### config.mk
export PLATFORM = sky130hd
export DESIGN_NAME = keypad_lock
export DESIGN_NICKNAME = d
export VERILOG_FILES = /design/src/hdl/lock_pkg.sv /design/src/hdl/tone_pkg.sv /design/src/hdl/buzzer_driver.sv /design/src/hdl/entry_controller.sv /design/src/hdl/key_decoder.sv /design/src/hdl/keypad_lock.sv /design/src/hdl/lockout_timer.sv
export VERILOG_INCLUDE_DIRS = /design/src /design/src/hdl
export SDC_FILE = /design/constraint.sdc
export NUM_CORES = 1
export LEC_CHECK = 0
export BUFFER_PORTS_ARGS = -buffer_cell sky130_fd_sc_hd__buf_2
export CORE_ASPECT_RATIO = 0.6
export CORE_UTILIZATION = 58
export DETAILED_ROUTE_END_ITERATION = 8
export GPL_TIMING_DRIVEN = 0
export HOLD_SLACK_MARGIN = 0.12
export PLACE_DENSITY = 0.79
export SLEW_MARGIN = 20
export SYNTH_ARGS = -nofsm -noshare
export SYNTH_HDL_FRONTEND = slang
export SYNTH_HIERARCHICAL = 1
export SYNTH_SLANG_ARGS = --single-unit
### constraint.sdc
create_clock -name clk -period 2.3 [get_ports clk]
set_input_delay 0.23 -clock clk [delete_from_list [all_inputs] [get_ports clk]]
set_output_delay 0.23 -clock clk [all_outputs]
set_load 0.1 [all_outputs]
### src/hdl/lock_macros.svh
`ifndef LOCK_MACROS_SVH
`define LOCK_MACROS_SVH

// password and display patterns in 12-bit BCD
`define PASS_CODE         12'h246
`define OPEN_CODE         12'hBCC
`define BLANK_CODE        12'hFFF

// failed tries before lockout
`define MAX_TRIES         4

// lockout length in seconds scaled for simulation
`define LOCKOUT_SECONDS   3
`define TICKS_PER_SECOND  50

// buzzer toggle intervals in clk cycles
`define CLICK_HALF_PERIOD 2
`define OK_HALF_PERIOD    3
`define FAIL_HALF_PERIOD  6

// buzzer tone lengths in clk cycles
`define CLICK_CYCLES      20
`define OK_CYCLES         60
`define FAIL_CYCLES       90

// silent window of the fail tone counted from tone start
`define FAIL_GAP_START    30
`define FAIL_GAP_END      60

`endif

### src/hdl/lock_pkg.sv
`default_nettype none

package lock_pkg;

    // decoded key class
    typedef enum logic [1:0] {
        key_digit  = 2'd0,
        key_enter  = 2'd1,
        key_clear  = 2'd2,
        key_cancel = 2'd3
    } key_op_t;

    // lock FSM states
    typedef enum logic [1:0] {
        st_entry  = 2'd0, // collecting digits
        st_open   = 2'd1, // correct code shown
        st_locked = 2'd2  // too many failed tries
    } entry_state_t;

endpackage

`default_nettype wire

### src/hdl/tone_pkg.sv
`default_nettype none

package tone_pkg;

    // buzzer pattern select
    typedef enum logic [1:0] {
        tone_none  = 2'd0,
        tone_click = 2'd1, // short, one per digit
        tone_ok    = 2'd2, // long high tone
        tone_fail  = 2'd3  // low tone with a gap
    } tone_t;

endpackage

`default_nettype wire

### src/hdl/buzzer_driver.sv
`timescale 1ns/1ps
`default_nettype none
`include "lock_macros.svh"

module buzzer_driver import tone_pkg::*; (
    input  logic  clk,
    input  logic  reset,
    input  logic  tone_req,
    input  tone_t tone_sel,
    output logic  buzzer
);

    tone_t       pattern;  // tone playing now
    logic [15:0] dur_cnt;  // cycles since tone start
    logic [15:0] half_cnt;
    logic        phase;
    logic [15:0] half_lim;
    logic [15:0] dur_lim;
    logic        in_gap;

    always_comb begin
        case (pattern)
            tone_click: begin
                half_lim = 16'(`CLICK_HALF_PERIOD);
                dur_lim  = 16'(`CLICK_CYCLES);
            end
            tone_ok: begin
                half_lim = 16'(`OK_HALF_PERIOD);
                dur_lim  = 16'(`OK_CYCLES);
            end
            tone_fail: begin
                half_lim = 16'(`FAIL_HALF_PERIOD);
                dur_lim  = 16'(`FAIL_CYCLES);
            end
            default: begin
                half_lim = 16'd1;
                dur_lim  = 16'd1;
            end
        endcase
    end

    // broken low tone that is silent in the middle
    assign in_gap = (pattern == tone_fail) &&
                    (dur_cnt >= 16'(`FAIL_GAP_START)) && (dur_cnt < 16'(`FAIL_GAP_END));

    always_ff @(posedge clk) begin
        if (reset) begin
            pattern  <= tone_none;
            dur_cnt  <= 16'd0;
            half_cnt <= 16'd0;
            phase    <= 1'b0;
            buzzer   <= 1'b0;
        end else if (tone_req) begin // latest request restarts
            pattern  <= tone_sel;
            dur_cnt  <= 16'd0;
            half_cnt <= 16'd0;
            phase    <= (tone_sel != tone_none);
            buzzer   <= (tone_sel != tone_none);
        end else if (pattern != tone_none) begin
            if (dur_cnt == dur_lim - 16'd1) begin
                pattern <= tone_none; // tone over
                phase   <= 1'b0;
                buzzer  <= 1'b0;
            end else begin
                dur_cnt <= dur_cnt + 16'd1;
                if (half_cnt == half_lim - 16'd1) begin
                    half_cnt <= 16'd0;
                    phase    <= ~phase;
                    buzzer   <= ~phase && !in_gap;
                end else begin
                    half_cnt <= half_cnt + 16'd1;
                    buzzer   <= phase && !in_gap;
                end
            end
        end
    end

endmodule

`default_nettype wire

### src/hdl/entry_controller.sv
`timescale 1ns/1ps
`default_nettype none
`include "lock_macros.svh"

module entry_controller import lock_pkg::*, tone_pkg::*; (
    input  logic        clk,
    input  logic        reset,
    input  logic        key_event,
    input  key_op_t     key_op,
    input  logic [3:0]  key_digit,
    input  logic        lock_done,
    input  logic [7:0]  lock_secs,
    output logic [11:0] display,
    output logic [2:0]  tries,
    output logic        open,
    output logic        locked,
    output logic        lock_start,
    output logic        tone_req,
    output tone_t       tone_sel
);

    entry_state_t state;
    logic [1:0]   digits; // digits entered so far
    logic [2:0]   tries_inc;

    assign tries_inc = tries + 3'd1;

    always_ff @(posedge clk) begin
        if (reset) begin
            state      <= st_entry;
            display    <= `BLANK_CODE;
            digits     <= 2'd0;
            tries      <= 3'd0;
            open       <= 1'b0;
            locked     <= 1'b0;
            lock_start <= 1'b0;
            tone_req   <= 1'b0;
            tone_sel   <= tone_none;
        end else begin
            lock_start <= 1'b0;
            tone_req   <= 1'b0;
            case (state)
                st_entry: begin
                    if (key_event) begin
                        case (key_op)
                            lock_pkg::key_digit: begin
                                if (digits < 2'd3) begin
                                    display <= {display[7:0], key_digit}; // shift left
                                    digits  <= digits + 2'd1;
                                end
                                tone_req <= 1'b1; // click even when full
                                tone_sel <= tone_click;
                            end
                            key_enter: begin
                                if (digits == 2'd3) begin
                                    tone_req <= 1'b1;
                                    if (display == `PASS_CODE) begin
                                        state    <= st_open;
                                        display  <= `OPEN_CODE;
                                        open     <= 1'b1;
                                        tone_sel <= tone_ok;
                                    end else begin
                                        display  <= `BLANK_CODE;
                                        digits   <= 2'd0;
                                        tries    <= tries_inc;
                                        tone_sel <= tone_fail;
                                        if (tries_inc == 3'(`MAX_TRIES)) begin
                                            state      <= st_locked;
                                            locked     <= 1'b1;
                                            lock_start <= 1'b1;
                                            display    <= 12'h000; // count starts at zero
                                        end
                                    end
                                end
                            end
                            key_clear: begin
                                display <= `BLANK_CODE;
                                digits  <= 2'd0;
                                tries   <= 3'd0;
                            end
                            default: begin // cancel
                                display <= `BLANK_CODE;
                                digits  <= 2'd0;
                            end
                        endcase
                    end
                end
                st_open: begin
                    if (key_event && (key_op == key_clear || key_op == key_cancel)) begin
                        state   <= st_entry;
                        display <= `BLANK_CODE;
                        digits  <= 2'd0;
                        open    <= 1'b0;
                        if (key_op == key_clear)
                            tries <= 3'd0;
                    end
                end
                st_locked: begin
                    // timer restarts one cycle after lock_start so the old count is still visible
                    if (lock_start)
                        display <= 12'h000;
                    else
                        display <= {4'h0, lock_secs};
                    if (lock_done) begin
                        state   <= st_entry;
                        display <= `BLANK_CODE;
                        digits  <= 2'd0;
                        tries   <= 3'd0;
                        locked  <= 1'b0;
                    end
                end
                default: begin
                    state <= st_entry;
                end
            endcase
        end
    end

endmodule

`default_nettype wire

### src/hdl/key_decoder.sv
`timescale 1ns/1ps
`default_nettype none

module key_decoder import lock_pkg::*; (
    input  logic        clk,
    input  logic        reset,
    input  logic [15:0] onehot,
    output logic        key_event,
    output key_op_t     key_op,
    output logic [3:0]  key_digit
);

    logic [15:0] prev_word;
    logic        map_valid;
    key_op_t     map_op;
    logic [3:0]  map_digit;

    // key table
    always_comb begin
        map_valid = 1'b1;
        map_op    = lock_pkg::key_digit;
        map_digit = 4'd0;
        case (onehot)
            16'h0008: map_digit = 4'd0;
            16'h0080: map_digit = 4'd1;
            16'h0040: map_digit = 4'd2;
            16'h0020: map_digit = 4'd3;
            16'h0800: map_digit = 4'd4;
            16'h0400: map_digit = 4'd5;
            16'h0200: map_digit = 4'd6;
            16'h8000: map_digit = 4'd7;
            16'h4000: map_digit = 4'd8;
            16'h2000: map_digit = 4'd9;
            16'h0001: map_op    = key_enter;
            16'h0100: map_op    = key_clear;
            16'h1000: map_op    = key_cancel;
            default:  map_valid = 1'b0; // zero and unmapped codes
        endcase
    end

    always_ff @(posedge clk) begin
        if (reset) begin
            prev_word <= 16'h0000;
            key_event <= 1'b0;
        end else begin
            prev_word <= onehot;
            key_event <= map_valid && (onehot != prev_word); // held key gives one event
        end
    end

    always_ff @(posedge clk) begin
        key_op    <= map_op;
        key_digit <= map_digit;
    end

endmodule

`default_nettype wire

### src/hdl/keypad_lock.sv
`timescale 1ns/1ps
`default_nettype none

module keypad_lock import lock_pkg::*, tone_pkg::*; (
    input  logic        clk,
    input  logic        reset,
    input  logic [15:0] onehot,
    output logic [11:0] display,
    output logic [2:0]  tries,
    output logic        open,
    output logic        locked,
    output logic        buzzer
);

    logic       key_event;
    key_op_t    key_op;
    logic [3:0] key_digit;
    logic       lock_start;
    logic       lock_done;
    logic [7:0] lock_secs;
    logic       tone_req;
    tone_t      tone_sel;

    key_decoder u_key_decoder (
        .clk       (clk),
        .reset     (reset),
        .onehot    (onehot),
        .key_event (key_event),
        .key_op    (key_op),
        .key_digit (key_digit)
    );

    entry_controller u_entry_controller (
        .clk        (clk),
        .reset      (reset),
        .key_event  (key_event),
        .key_op     (key_op),
        .key_digit  (key_digit),
        .lock_done  (lock_done),
        .lock_secs  (lock_secs),
        .display    (display),
        .tries      (tries),
        .open       (open),
        .locked     (locked),
        .lock_start (lock_start),
        .tone_req   (tone_req),
        .tone_sel   (tone_sel)
    );

    lockout_timer u_lockout_timer (
        .clk        (clk),
        .reset      (reset),
        .lock_start (lock_start),
        .lock_secs  (lock_secs),
        .lock_done  (lock_done)
    );

    buzzer_driver u_buzzer_driver (
        .clk      (clk),
        .reset    (reset),
        .tone_req (tone_req),
        .tone_sel (tone_sel),
        .buzzer   (buzzer)
    );

endmodule

`default_nettype wire

### src/hdl/lockout_timer.sv
`timescale 1ns/1ps
`default_nettype none
`include "lock_macros.svh"

module lockout_timer (
    input  logic       clk,
    input  logic       reset,
    input  logic       lock_start,
    output logic [7:0] lock_secs,
    output logic       lock_done
);

    localparam int PRE_W = $clog2(`TICKS_PER_SECOND);
    localparam logic [PRE_W-1:0] PRE_LAST = PRE_W'(`TICKS_PER_SECOND - 1);
    localparam logic [7:0] DONE_BCD = {4'(`LOCKOUT_SECONDS / 10), 4'(`LOCKOUT_SECONDS % 10)};

    logic [PRE_W-1:0] prescale;
    logic             running;
    logic             tick;
    logic [7:0]       secs_next;

    assign tick = running && (prescale == PRE_LAST);

    // BCD increment with carry into tens
    always_comb begin
        secs_next = lock_secs;
        if (lock_secs[3:0] == 4'd9) begin
            secs_next[3:0] = 4'd0;
            secs_next[7:4] = (lock_secs[7:4] == 4'd9) ? 4'd0 : lock_secs[7:4] + 4'd1;
        end else begin
            secs_next[3:0] = lock_secs[3:0] + 4'd1;
        end
    end

    always_ff @(posedge clk) begin
        if (reset) begin
            prescale  <= '0;
            running   <= 1'b0;
            lock_secs <= 8'h00;
            lock_done <= 1'b0;
        end else begin
            lock_done <= 1'b0;
            if (lock_start) begin
                prescale  <= PRE_W'(1); // lock_start lags the lockout by one cycle
                running   <= 1'b1;
                lock_secs <= 8'h00;
            end else if (running) begin
                prescale <= tick ? '0 : prescale + PRE_W'(1);
                if (tick) begin
                    lock_secs <= secs_next;
                    if (secs_next == DONE_BCD) begin
                        running   <= 1'b0; // hold final count
                        lock_done <= 1'b1;
                    end
                end
            end
        end
    end

endmodule

`default_nettype wire

==> impl_results.md, run 1 <==
- Ant diodes: 0
- Largest net degree at the start of global routing: 23
- Dpl cells: 821
- CP max-delay cell: or3b_4
- Syn avg cell area: 8.68 um^2
- Layout cell share with drive strength beyond 1: 19.8%
- RR Startpoint: u_buzzer_driver/pattern[1]$_SDFFE_PP0P_
- Synth top area share: 34.8%
- Clk_lat worst skew: 350 ps
- WP data arrival: 2500 ps
- Root Driver: clkbuf_16
- Critical path's top delay family: compound AO/OA/AOI/OAI gates
- Area contributors post-synth: dfxtp_1 35%, xnor2_1 4.9%, a21oi_1 3.7%
- Largest fanout on the critical path: 10
- CP Capture Type: flop
- Fin area: 6420 um^2
- Setup crit start: u_buzzer_driver/pattern[1]$_SDFFE_PP0P_
- Setup WS post-layout: 71.7 ps
- Leakage: 2.26 nW
- Worst path depth: 9
- Grt total ovfl: 0
- Final Max Slew Viols: 0
- Placed Area: 6060 um^2
- Clk buf depth: 2
- Total CTS buffers: 9
- CP endpoint: u_buzzer_driver/half_cnt[12]$_SDFFE_PP0P_
- Final hold viol count: 0
- Die Y: 79.2 um
- Top-count cell post-synth: dfxtp_1
- 1st-iter DRT viols: 566
- M3 GR Usage: 6.13%
- # DRC: 0
- Number of flops mapped to enable cells by yosys: 0
- Net count, final: 742
- Max transition margin: 62.9%
- I/O pins: 36
- Endpoints failing setup: 0
- Vias per cell: 6.30
- Internal reg-to-reg setup slack: 70 ps
- Die area: 10,300 um^2
- Post-synth cell types: 89
- VDD IR max: 0.402 mV
- DR vias: 5,306
- Buf/Inv on CP: 3
- Drt pass-1 iters: 5
- Fin crit period: 2230 ps
- Vias in the first global route: 4,822
- Initial Utilization: 61.3%
- H-tree depth: 3
- Max-cap viol count: 0
- Gp weighted congestion: 0.888
- Syn nets: 697
- PwrDens: 533 nW/um^2
- Outcome: completed
- GR Util met1: 44.3%
- CP Launch Type: flop
- CTS tree: built
- Synth area leader: dfxtp_1
- CP Data Required Time: 2570 ps
- Worst slack at placement: -183 ps
- Reg-to-Reg End: u_buzzer_driver/half_cnt[12]$_SDFFE_PP0P_
- Core Rows: 27
- P&R area growth vs syn: 11.5%
- Kind of critical path: flop to flop
- Fmax: 449 MHz
- Fraction of registers with async set/reset: 0%
- Worst min path class: input port to flop
- Finished Layout Cells: 842
- Busiest grt layer: met1
- Flops & latches, synth: 100
- Initial antenna violation count: 0
- Synthesized area: 5760 um^2
- # clock sinks: 100
- GRT Total Usage: 30.0%
- First-pass GRT wire length: 24.0 mm
- Sequential element share of the synthesized area: 34.8%
- Worst slew pin tran: 543 ps
- Period utilization: 96.9%
- Top_reg_cell synth: dfxtp_1
- Clk slew on worst S/H paths: 60 ps
- IO Port Bufs: 28
- Worst path cell trace: inv_2 -> ha_2 -> or3b_4 -> a211o_4 -> nor3_4 -> buf_6 -> buf_12 -> o31ai_1 -> a21oi_2
- Synthesized instance count: 663
- ANT nets after route: 0
- Drt total wl: 14.8 mm
- Worst path max stage delay: 410 ps
- Core area: 9390 um^2
- Cells on worst reg2reg path: 9
- Clk_skew: 8.46 ps
- Worst hold slack: 170 ps
- HPWL Detailed: 10.7 mm
- Grt met2 use: 44.0%
- Die Wd: 131 um
- Synth warn: 6
- Wire per inst: 17.6 um
- Fill count: 808
- Top cells by count, synth: 100 x dfxtp_1, 48 x nor2_1, 42 x a21oi_1
worst min path at each step:
stage | startpoint | to | slack (ps) | cells after the start
global route | onehot[13] | u_key_decoder/prev_word[13]$_SDFF_PP0_ | 160 | 2
finish | onehot[13] | u_key_decoder/prev_word[13]$_SDFF_PP0_ | 170 | 2
CTS | onehot[13] | u_key_decoder/prev_word[13]$_SDFF_PP0_ | 160 | 2
floorplan | reset | u_buzzer_driver/pattern[0]$_SDFFE_PP0P_ | 300 | 1
global placement | u_entry_controller/tone_sel[0]$_SDFFE_PP0P_ | u_entry_controller/tone_sel[0]$_SDFFE_PP0P_ | 460 | 2
detailed placement | u_entry_controller/tone_sel[0]$_SDFFE_PP0P_ | u_entry_controller/tone_sel[0]$_SDFFE_PP0P_ | 470 | 2
what timing repair did:
item | 4_1_cts | 5_1_grt
hold buffers | 0 | 0
setup buffers | 2 | 4
resized for setup | 4 | 8
endpoints found under the setup margin | 23 | 26
pin swaps | 2 | 5
flip-flops by register name (all words and copies together), names as in the netlist, 2 cells and up:
name and cells:
u_key_decoder/prev_word 16, u_buzzer_driver/dur_cnt 16, u_entry_controller/display 12, u_entry_controller/tone_sel 2, u_entry_controller/digits 2, u_buzzer_driver/half_cnt 16
u_key_decoder/key_digit 4, u_entry_controller/tries 3, u_entry_controller/state 2, u_lockout_timer/prescale 6, u_key_decoder/key_op 2, u_lockout_timer/lock_secs 8
u_buzzer_driver/pattern 2
logic make-up after synthesis:
family / after synthesis / synth area share (%)
xor+xnor: 47 / 7.28
buf+inv: 58 / 5.43
fa+ha+maj: 16 / 3.48
mux: 3 / 0.522
flops: 100 / 34.8
compound gates: 158 / 20.3
simple gates: 281 / 28.2
cell type report:
| class | count | area (um^2) | share of cell area [%] |
|---|---|---|---|
| sequential | 100 | 2010 | 31.2 |
| inverter | 21 | 81.3 | 1.27 |
| buffer | 37 | 235 | 3.66 |
| timing repair buffer | 34 | 185 | 2.88 |
| multi-input combinational | 505 | 3460 | 53.8 |
| clock buffer | 11 | 243 | 3.78 |
| tap | 130 | 163 | 2.53 |
| clock inverter | 4 | 50.0 | 0.779 |
through the flow:
step	TNS (ps)	utilization (%)	total power, mW
2_1_floorplan	0	-	1.90
3_3_place_gp	-188	64.6	1.94
3_5_place_dp	-1350	64.6	1.95
4_1_cts	0	67.9	3.44
5_1_grt	-2.32	68.4	3.54
6_report	0	68.4	3.42
layer usage:
layer | wire length [um] | vias to the layer above
met2 | 6350 | 256
met5 | 0 | -
li1 | - | 2506
met3 | 1210 | 25
met1 | 7130 | 2519
met4 | 146 | 0
report_power, final:
| group | switching [mW] | internal [mW] |
|---|---|---|
| clock | 0.647 | 0.866 |
| sequential | 0.00669 | 1.75 |
| combinational | 0.0973 | 0.0624 |
placed cells by master, fill, tap and decap left out, types with 11 or more instances in the layout:
cell type and instances:
dfxtp_1 96, nor2_1 48, a21oi_1 42, nand2_1 39
buf_2 38, xnor2_1 32, nor3_1 23, nor2b_1 23
o21ai_0 22, nand3_1 21, nand4_1 19, inv_1 18
clkbuf_1 16, ha_1 15, or3_1 14, o31ai_1 14
xor2_1 14, a21oi_2 11, buf_4 11
Power figures use the tool's default switching activity.
==> run 2, diff against run 1 <==
--- a/config.mk
+++ b/config.mk
@@ -6,13 +6,14 @@
 export SDC_FILE = /design/constraint.sdc
 export NUM_CORES = 1
 export LEC_CHECK = 0
+export ABC_AREA = 1
 export BUFFER_PORTS_ARGS = -buffer_cell sky130_fd_sc_hd__buf_2
 export CORE_ASPECT_RATIO = 0.6
 export CORE_UTILIZATION = 58
 export DETAILED_ROUTE_END_ITERATION = 8
 export GPL_TIMING_DRIVEN = 0
 export HOLD_SLACK_MARGIN = 0.12
-export PLACE_DENSITY = 0.79
+export PLACE_DENSITY = 0.78
 export SLEW_MARGIN = 20
 export SYNTH_ARGS = -nofsm -noshare
 export SYNTH_HDL_FRONTEND = slang
==> run 2 against run 1 <==
Against the previous run: non-clock buffer count fell by 19; cell area increased by 5.9%; clock power decreased by 3%; sequential share of layout area shrank 1.8 points; global-route usage fell by 1.3 points; combinational power hardly changed; die area grew 6.9%; critical path depth grew 4; register-to-register slack improved by 140 ps; setup slack better by 140 ps; critical path type unchanged; sequential cell count unchanged; largest cell class unchanged.
==> impl_results.md, run 2 <==
- Outcome: completed (unchanged)
- Buf/Inv on CP: 4 (was 3)
- Area contributors post-synth: dfxtp_1 32%, nand2_1 20%, nor2_1 8.4% (was dfxtp_1 35%, xnor2_1 4.9%, a21oi_1 3.7%)
- Synth top area share: 32.5% (was 34.8%)
- Largest fanout on the critical path: 10 (unchanged)
- 1st-iter DRT viols: 655 (was 566)
- Top cells by count, synth: 323 x nand2_1, 138 x nor2_1, 129 x inv_1 (was 100 x dfxtp_1, 48 x nor2_1, 42 x a21oi_1)
- Ant diodes: 0 (unchanged)
- Synth warn: 6 (unchanged)
- CP max-delay cell: dfxtp_1 (was or3b_4)
- Post-Route Utilization: 67.4% (was 68.4%)
- Core area: 10,100 um^2 (was 9390 um^2)
- Power share of the combinational group: 4.6% (was 4.7%)
- Worst slack at placement: 217 ps (was -183 ps)
- Flops & latches, synth: 100 (unchanged)
- Syn avg cell area: 6.21 um^2 (was 8.68 um^2)
- Net count, final: 1,073 (was 742)
- CTS tree: built (unchanged)
- Net Sw Frac: 23.1% (was 21.9%)
- Top Registers: u_buzzer_driver/dur_cnt x16, u_buzzer_driver/half_cnt x16, u_key_decoder/prev_word x16 (unchanged)
- Fraction of registers with async set/reset: 0% (unchanged)
- # clock sinks: 100 (unchanged)
- CP Data Required Time: 2510 ps (was 2570 ps)
- Fmax: 480 MHz (was 449 MHz)
- First-pass GRT wire length: 25.1 mm (was 24.0 mm)
- Worst slew pin tran: 509 ps (was 543 ps)
- Met1 WL: 8.14 mm (was 7.13 mm)
- VDD IR max: 0.391 mV (was 0.402 mV)
- Met2 routed WL: 5.26 mm (was 6.35 mm)
- Most common cell after layout, fill and taps aside: nand2_1 (was dfxtp_1)
- TNS Setup: 0 ps (unchanged)
- H-tree depth: 3 (unchanged)
- Total CTS buffers: 9 (unchanged)
- Clk slew on worst S/H paths: 70 ps (was 60 ps)
- Root Driver: clkbuf_16 (unchanged)
- Fin crit period: 2080 ps (was 2230 ps)
- Finished Layout Cells: 1,179 (was 842)
- Critical path's top delay family: simple AND/OR/NAND/NOR gates (was compound AO/OA/AOI/OAI gates)
- Die Wd: 135 um (was 131 um)
- P&R area growth vs syn: 10.3% (was 11.5%)
- Synthesized instance count: 993 (was 663)
- Final Max Slew Viols: 0 (unchanged)
- Setup WS post-layout: 216 ps (was 71.7 ps)
- Worst path depth: 13 (was 9)
- Largest net degree at the start of global routing: 17 (was 23)
- Layout cell share with drive strength beyond 1: 11.2% (was 19.8%)
- Drt pass-1 iters: 5 (unchanged)
- Period utilization: 90.6% (was 96.9%)
- Die area: 11,100 um^2 (was 10,300 um^2)
- Clk buf depth: 2 (unchanged)
- GRT Total Usage: 28.7% (was 30.0%)
- Post-CTS Setup Inserts: 0 (was 2)
- CP Capture Type: flop (unchanged)
- Top sig layer: met4 (unchanged)
- CP Launch Type: flop (unchanged)
- ANT nets after route: 0 (unchanged)
- Leakage: 3.15 nW (was 2.26 nW)
- Clock power frac: 43.4% (was 44.2%)
- Syn nets: 1,027 (was 697)
- Endpoints failing setup: 0 (unchanged)
- Total power: 3.37 mW (was 3.42 mW)
- Top-count cell post-synth: nand2_1 (was dfxtp_1)
- Final hold viol count: 0 (unchanged)
- Initial Utilization: 61.1% (was 61.3%)
- Number of flops mapped to enable cells by yosys: 0 (unchanged)
- Worst min path class: input port to flop (unchanged)
- Vias per cell: 5.19 (was 6.30)
- Core Rows: 28 (was 27)
- RSZ-0062 raised after global routing: false
- Most used cell, CP: nand2_1
- Drt total wl: 14.8 mm (about the same)
- Synthesized area: 6170 um^2 (was 5760 um^2)
- Worst path max stage delay: 410 ps (about the same)
- Metal3 WL: 1.31 mm (was 1.21 mm)
- Net Sw Power: 779 uW (was 751 uW)
- Cells on worst reg2reg path: 13 (was 9)
- Vias in the first global route: 5,271 (was 4,822)
- IO Port Bufs: 35 (was 28)
- Max transition margin: 66.1% (was 62.9%)
- Dpl cells: 1,163 (was 821)
- Pint: 2.59 mW (was 2.67 mW)
- Top_reg_cell synth: dfxtp_1 (unchanged)
- Kind of critical path: flop to flop (unchanged)
- PwrDens: 496 nW/um^2 (was 533 nW/um^2)
- Hold_buf cts: 0 (unchanged)
- Post-CTS sizing: 0 (was 4)
- Gp weighted congestion: 0.928 (was 0.888)
- Post-synth cell types: 38 (was 89)
- Max-cap viol count: 0 (unchanged)
- Clk_lat worst skew: 350 ps (about the same)
- Initial antenna violation count: 0 (unchanged)
- HPWL Detailed: 11.3 mm (was 10.7 mm)
- Worst path cell trace: inv_1 -> ha_1 -> inv_2 -> nand2_1 -> nand2_1 -> nand2_1 -> nor2_1 -> nand3_2 -> nand2_4 -> inv_2 -> buf_4 -> nand2_1 -> a21oi_1 (was inv_2 -> ha_2 -> or3b_4 -> a211o_4 -> nor3_4 -> buf_6 -> buf_12 -> o31ai_1 -> a21oi_2)
- # DRC: 0 (unchanged)
- Wire per inst: 12.6 um (was 17.6 um)
- Clk_skew: 6.47 ps (was 8.46 ps)
- Commonest non-fill, non-tap cells in the layout: 323 x nand2_1, 138 x nor2_1, 129 x inv_1 (was 96 x dfxtp_1, 48 x nor2_1, 42 x a21oi_1)
- Sequential element share of the synthesized area: 32.5% (was 34.8%)
- DR vias: 6,114 (was 5,306)
- I/O pins: 36 (unchanged)
- Grt total ovfl: 0 (unchanged)
- Flop pwr share: 52.0% (was 51.2%)
- Worst hold path depth: 3 (was 2)
- WP data arrival: 2300 ps (was 2500 ps)
- Synth area leader: dfxtp_1 (unchanged)
- Die Y: 81.9 um (was 79.2 um)
## run 2: cell types whose count changed in the layout (fill, tap and decap cells not counted), moves of 14 or more
cell	delta
nand2_1	+284
inv_1	+111
nor2_1	+90
nand3_1	+28
xnor2_1	-28
a21oi_1	+25
nor2b_1	-23
nor3_1	-15
o31ai_1	-14
or3_1	-14
## run 2: area by class of cell
| cell class | count | area, um^2 |
|---|---|---|
| Tap cell | 135 | 169 |
| Fill cell | 898 | 3290 |
| Timing Repair Buffer | 35 | 175 |
| Buffer | 17 | 105 |
| Multi-Input combinational cell | 735 | 3530 |
| Sequential cell | 100 | 2000 |
| Inverter | 141 | 529 |
| Clock inverter | 4 | 31.3 |
| Clock buffer | 12 | 256 |
## run 2: per-stage QoR
step / hold WS, ps / area, um^2
after detailed placement: 461 / 6510
after floorplan: 292 / 6170
after CTS: 145 / 6800
after global placement: 450 / 6510
after global routing: 160 / 6800
final: 154 / 6800
## run 2: tightest hold or removal path, stage by stage
cell,delay [ps]
buf_2,120
inv_1,70
nor2_1,40
## run 2: path summary, 6_finish.rpt
kind,endpoint,from,slack [ps]
worst min-delay path,u_key_decoder/prev_word[1]$_SDFF_PP0_,onehot[1],150
worst min register to register,u_buzzer_driver/dur_cnt[15]$_SDFFE_PP0P_,u_buzzer_driver/dur_cnt[15]$_SDFFE_PP0P_,470
worst max-delay path,u_buzzer_driver/half_cnt[13]$_SDFFE_PP0P_,u_buzzer_driver/pattern[0]$_SDFFE_PP0P_,220
worst max register to register,u_buzzer_driver/half_cnt[13]$_SDFFE_PP0P_,u_buzzer_driver/pattern[0]$_SDFFE_PP0P_,220
## run 2: power by group through the flow
stage	sequential, mW	clock [mW]	combinational, mW
2_1_floorplan	1.79	0	0.0950
3_3_place_gp	1.79	0	0.152
3_5_place_dp	1.79	0	0.153
4_1_cts	1.75	1.51	0.154
5_1_grt	1.75	1.58	0.178
6_report	1.75	1.46	0.157
## run 2: cells by family (layout without fill, tap and decap cells)
| group | Yosys count | count (layout) | synth area share (%) |
|---|---|---|---|
| compound gates | 104 | 104 | 9.13 |
| xor+xnor | 24 | 24 | 3.41 |
| fa+ha+maj | 16 | 16 | 3.25 |
| buf+inv | 158 | 209 | 10.3 |
| flops | 100 | 100 | 32.5 |
| simple gates | 591 | 591 | 41.5 |
## run 2: routing by layer
layer	GRT usage (%)	vias to the layer above
met5	0	-
met4	5.51	0
met3	7.04	13
met2	38.3	234
met1	44.9	2686
li1	-	3181
==> run 3, diff against run 2 <==
--- a/config.mk
+++ b/config.mk
@@ -9,6 +9,7 @@
 export ABC_AREA = 1
 export BUFFER_PORTS_ARGS = -buffer_cell sky130_fd_sc_hd__buf_2
 export CORE_ASPECT_RATIO = 0.6
+export CORE_MARGIN = 2
 export CORE_UTILIZATION = 58
 export DETAILED_ROUTE_END_ITERATION = 8
 export GPL_TIMING_DRIVEN = 0
==> run 3 against run 2 <==
Against the previous run: via count down 0.96%; maximum frequency increased by 0.16%; first-iteration DRC count decreased by 17%; critical endpoint is now u_buzzer_driver/dur_cnt[12]$_SDFFE_PP0P_; clock power increased by 12%; setup slack improved by 3.2 ps; power grew 4.7%; critical path type unchanged; count of clock-buffer cells in the layout decreased by 3; core utilization shrank 1.9 points.
==> impl_results.md, run 3 (synthesized netlist as in run 2, its figures left out) <==
- Initial Utilization: 59.0% (was 61.1%)
- ANT nets after route: 0 (unchanged)
- Min-Delay Endpoint: u_key_decoder/prev_word[2]$_SDFF_PP0_ (was u_key_decoder/prev_word[1]$_SDFF_PP0_)
- Worst slack at placement: 260 ps (was 217 ps)
- Fmax: 481 MHz (was 480 MHz)
- DR vias: 6,055 (was 6,114)
- Reg-to-Reg End: u_buzzer_driver/dur_cnt[12]$_SDFFE_PP0P_ (was u_buzzer_driver/half_cnt[13]$_SDFFE_PP0P_)
- Final Max Slew Viols: 0 (unchanged)
- PwrDens: 516 nW/um^2 (was 496 nW/um^2)
- Post-CTS Setup Inserts: 0 (unchanged)
- Drt total wl: 14.4 mm (was 14.8 mm)
- CP Data Required Time: 2510 ps (about the same)
- Layout cell share with drive strength beyond 1: 11.2% (unchanged)
- Max-cap viol count: 0 (unchanged)
- Hold_buf cts: 0 (unchanged)
- RR Startpoint: u_buzzer_driver/pattern[1]$_SDFFE_PP0P_ (was u_buzzer_driver/pattern[0]$_SDFFE_PP0P_)
- Hold path startpoint: onehot[2] (was onehot[1])
- Largest net degree at the start of global routing: 18 (was 17)
- Grt total ovfl: 0 (unchanged)
- Cells on worst reg2reg path: 13 (unchanged)
- Clk buf depth: 2 (unchanged)
- Die area: 11,500 um^2 (was 11,100 um^2)
- Post-CTS sizing: 0 (unchanged)
- IO Port Bufs: 35 (unchanged)
- Vias per cell: 5.12 (was 5.19)
- First-pass GRT wire length: 25.3 mm (was 25.1 mm)
- # clock sinks: 100 (unchanged)
- H-tree depth: 3 (unchanged)
- Net count, final: 1,073 (unchanged)
- Fin crit period: 2080 ps (about the same)
- Clk slew on worst S/H paths: 70 ps (about the same)
- Final hold viol count: 0 (unchanged)
- Worst min path class: input port to flop (unchanged)
- CP Capture Type: flop (unchanged)
- Outcome: completed (unchanged)
- Initial antenna violation count: 0 (unchanged)
- CTS tree: built (unchanged)
- Top Registers: u_buzzer_driver/dur_cnt x16, u_buzzer_driver/half_cnt x16, u_key_decoder/prev_word x16 (unchanged)
- Worst slew pin tran: 487 ps (was 509 ps)
- Vias in the first global route: 5,383 (was 5,271)
- P&R area growth vs syn: 10.9% (was 10.3%)
- Drt pass-1 iters: 5 (unchanged)
- Commonest non-fill, non-tap cells in the layout: 323 x nand2_1, 138 x nor2_1, 129 x inv_1 (unchanged)
- Kind of critical path: flop to flop (unchanged)
- Ant diodes: 0 (unchanged)
- Placed Area: 6520 um^2 (was 6510 um^2)
- I/O pins: 36 (unchanged)
- Clk_skew: 4.12 ps (was 6.47 ps)
- Root Driver: clkbuf_16 (unchanged)
- WP data arrival: 2290 ps (was 2300 ps)
- Gp weighted congestion: 0.933 (was 0.928)
- Fill count: 975 (was 898)
- Post-Route Utilization: 65.5% (was 67.4%)
- Setup WS post-layout: 219 ps (was 216 ps)
- Internal reg-to-reg setup slack: 220 ps (about the same)
- Largest fanout on the critical path: 10 (unchanged)
- TNS Setup: 0 ps (unchanged)
- HPWL Detailed: 11.1 mm (was 11.3 mm)
- Total CTS buffers: 9 (unchanged)
- CP Launch Type: flop (unchanged)
- RSZ-0062 raised after global routing: false (unchanged)
- GRT Total Usage: 27.1% (was 28.7%)
- # DRC: 0 (unchanged)
- Max transition margin: 67.6% (was 66.1%)
- VDD IR max: 0.343 mV (was 0.391 mV)
- Fin area: 6840 um^2 (was 6800 um^2)
- Period utilization: 90.5% (was 90.6%)
- Core area: 10,500 um^2 (was 10,100 um^2)
- Die Wd: 137 um (was 135 um)
- Leakage: 3.16 nW (was 3.15 nW)
- Most common cell after layout, fill and taps aside: nand2_1 (unchanged)
- Wire per inst: 12.2 um (was 12.6 um)
- Endpoints failing setup: 0 (unchanged)
- Clk_lat worst skew: 340 ps (was 350 ps)
- Die Y: 83.9 um (was 81.9 um)
- 1st-iter DRT viols: 543 (was 655)
- Worst hold path depth: 3 (unchanged)
- Core Rows: 29 (was 28)
- Total power: 3.53 mW (was 3.37 mW)
-- run 3: cell count changes in the layout (fill, tap and decap cells not counted), sizes merged --
cell      previous run  this run
bufinv               0         2
clkbuf              19        16
clkinvlp             0         3
inv                142       141
clkinv               3         2
-- run 3: worst max path at each step --
stage	startpoint	to	cells past startpoint
after global placement	u_buzzer_driver/pattern[1]$_SDFFE_PP0P_	u_buzzer_driver/half_cnt[8]$_SDFFE_PP0P_	13
after detailed placement	u_buzzer_driver/pattern[1]$_SDFFE_PP0P_	u_buzzer_driver/half_cnt[8]$_SDFFE_PP0P_	13
after CTS	u_buzzer_driver/pattern[1]$_SDFFE_PP0P_	u_buzzer_driver/dur_cnt[12]$_SDFFE_PP0P_	13
final	u_buzzer_driver/pattern[1]$_SDFFE_PP0P_	u_buzzer_driver/dur_cnt[12]$_SDFFE_PP0P_	13
after floorplan	u_entry_controller/tries[1]$_SDFFE_PP0P_	u_entry_controller/display[8]$_SDFFE_PP1P_	9
after global routing	u_buzzer_driver/pattern[1]$_SDFFE_PP0P_	u_buzzer_driver/half_cnt[5]$_SDFFE_PP0P_	13
-- run 3: per-stage QoR --
step                cells  hold slack [ps]
finish               1183              155
global route         1183              145
CTS                  1183              145
detailed placement   1167              459
global placement     1167              449
floorplan             993              292
-- run 3: cell type report --
class | count | area [um^2] | share of cell area [%]
multi-input combinational | 735 | 3530 | 51.6
sequential | 100 | 2000 | 29.3
inverter | 141 | 529 | 7.74
clock buffer | 9 | 225 | 3.29
timing repair buffer | 35 | 175 | 2.56
tap | 139 | 174 | 2.54
buffer | 17 | 105 | 1.54
clock inverter | 7 | 100 | 1.46
-- run 3: where the power goes --
part           internal [mW]  switching, mW  total [mW]
logic                 0.0467          0.104       0.151
clock network          0.959          0.671        1.63
registers               1.75        0.00697        1.75
total                   2.75          0.782        3.53
-- run 3: per-layer routing --
layer	part of all wire (%)	up-vias	track usage, %	wire, um
met1	54	2639	43.6	7820
met2	37	215	36.0	5300
met4	0.88	0	5.34	127
met5	0	-	0	0
li1	-	3188	-	-
met3	7.9	13	6.19	1130
-- run 3: critical path, cell delays in order (launching register included) --
cell and delay, ps:
dfxtp_1 450, inv_1 100, ha_1 260, inv_2 140, nand2_1 70, nand2_1 70, nand2_1 50, nor2_1 110
nand3_2 170, nand2_4 140, inv_2 80, buf_4 190, nand2_1 70, a21oi_1 60
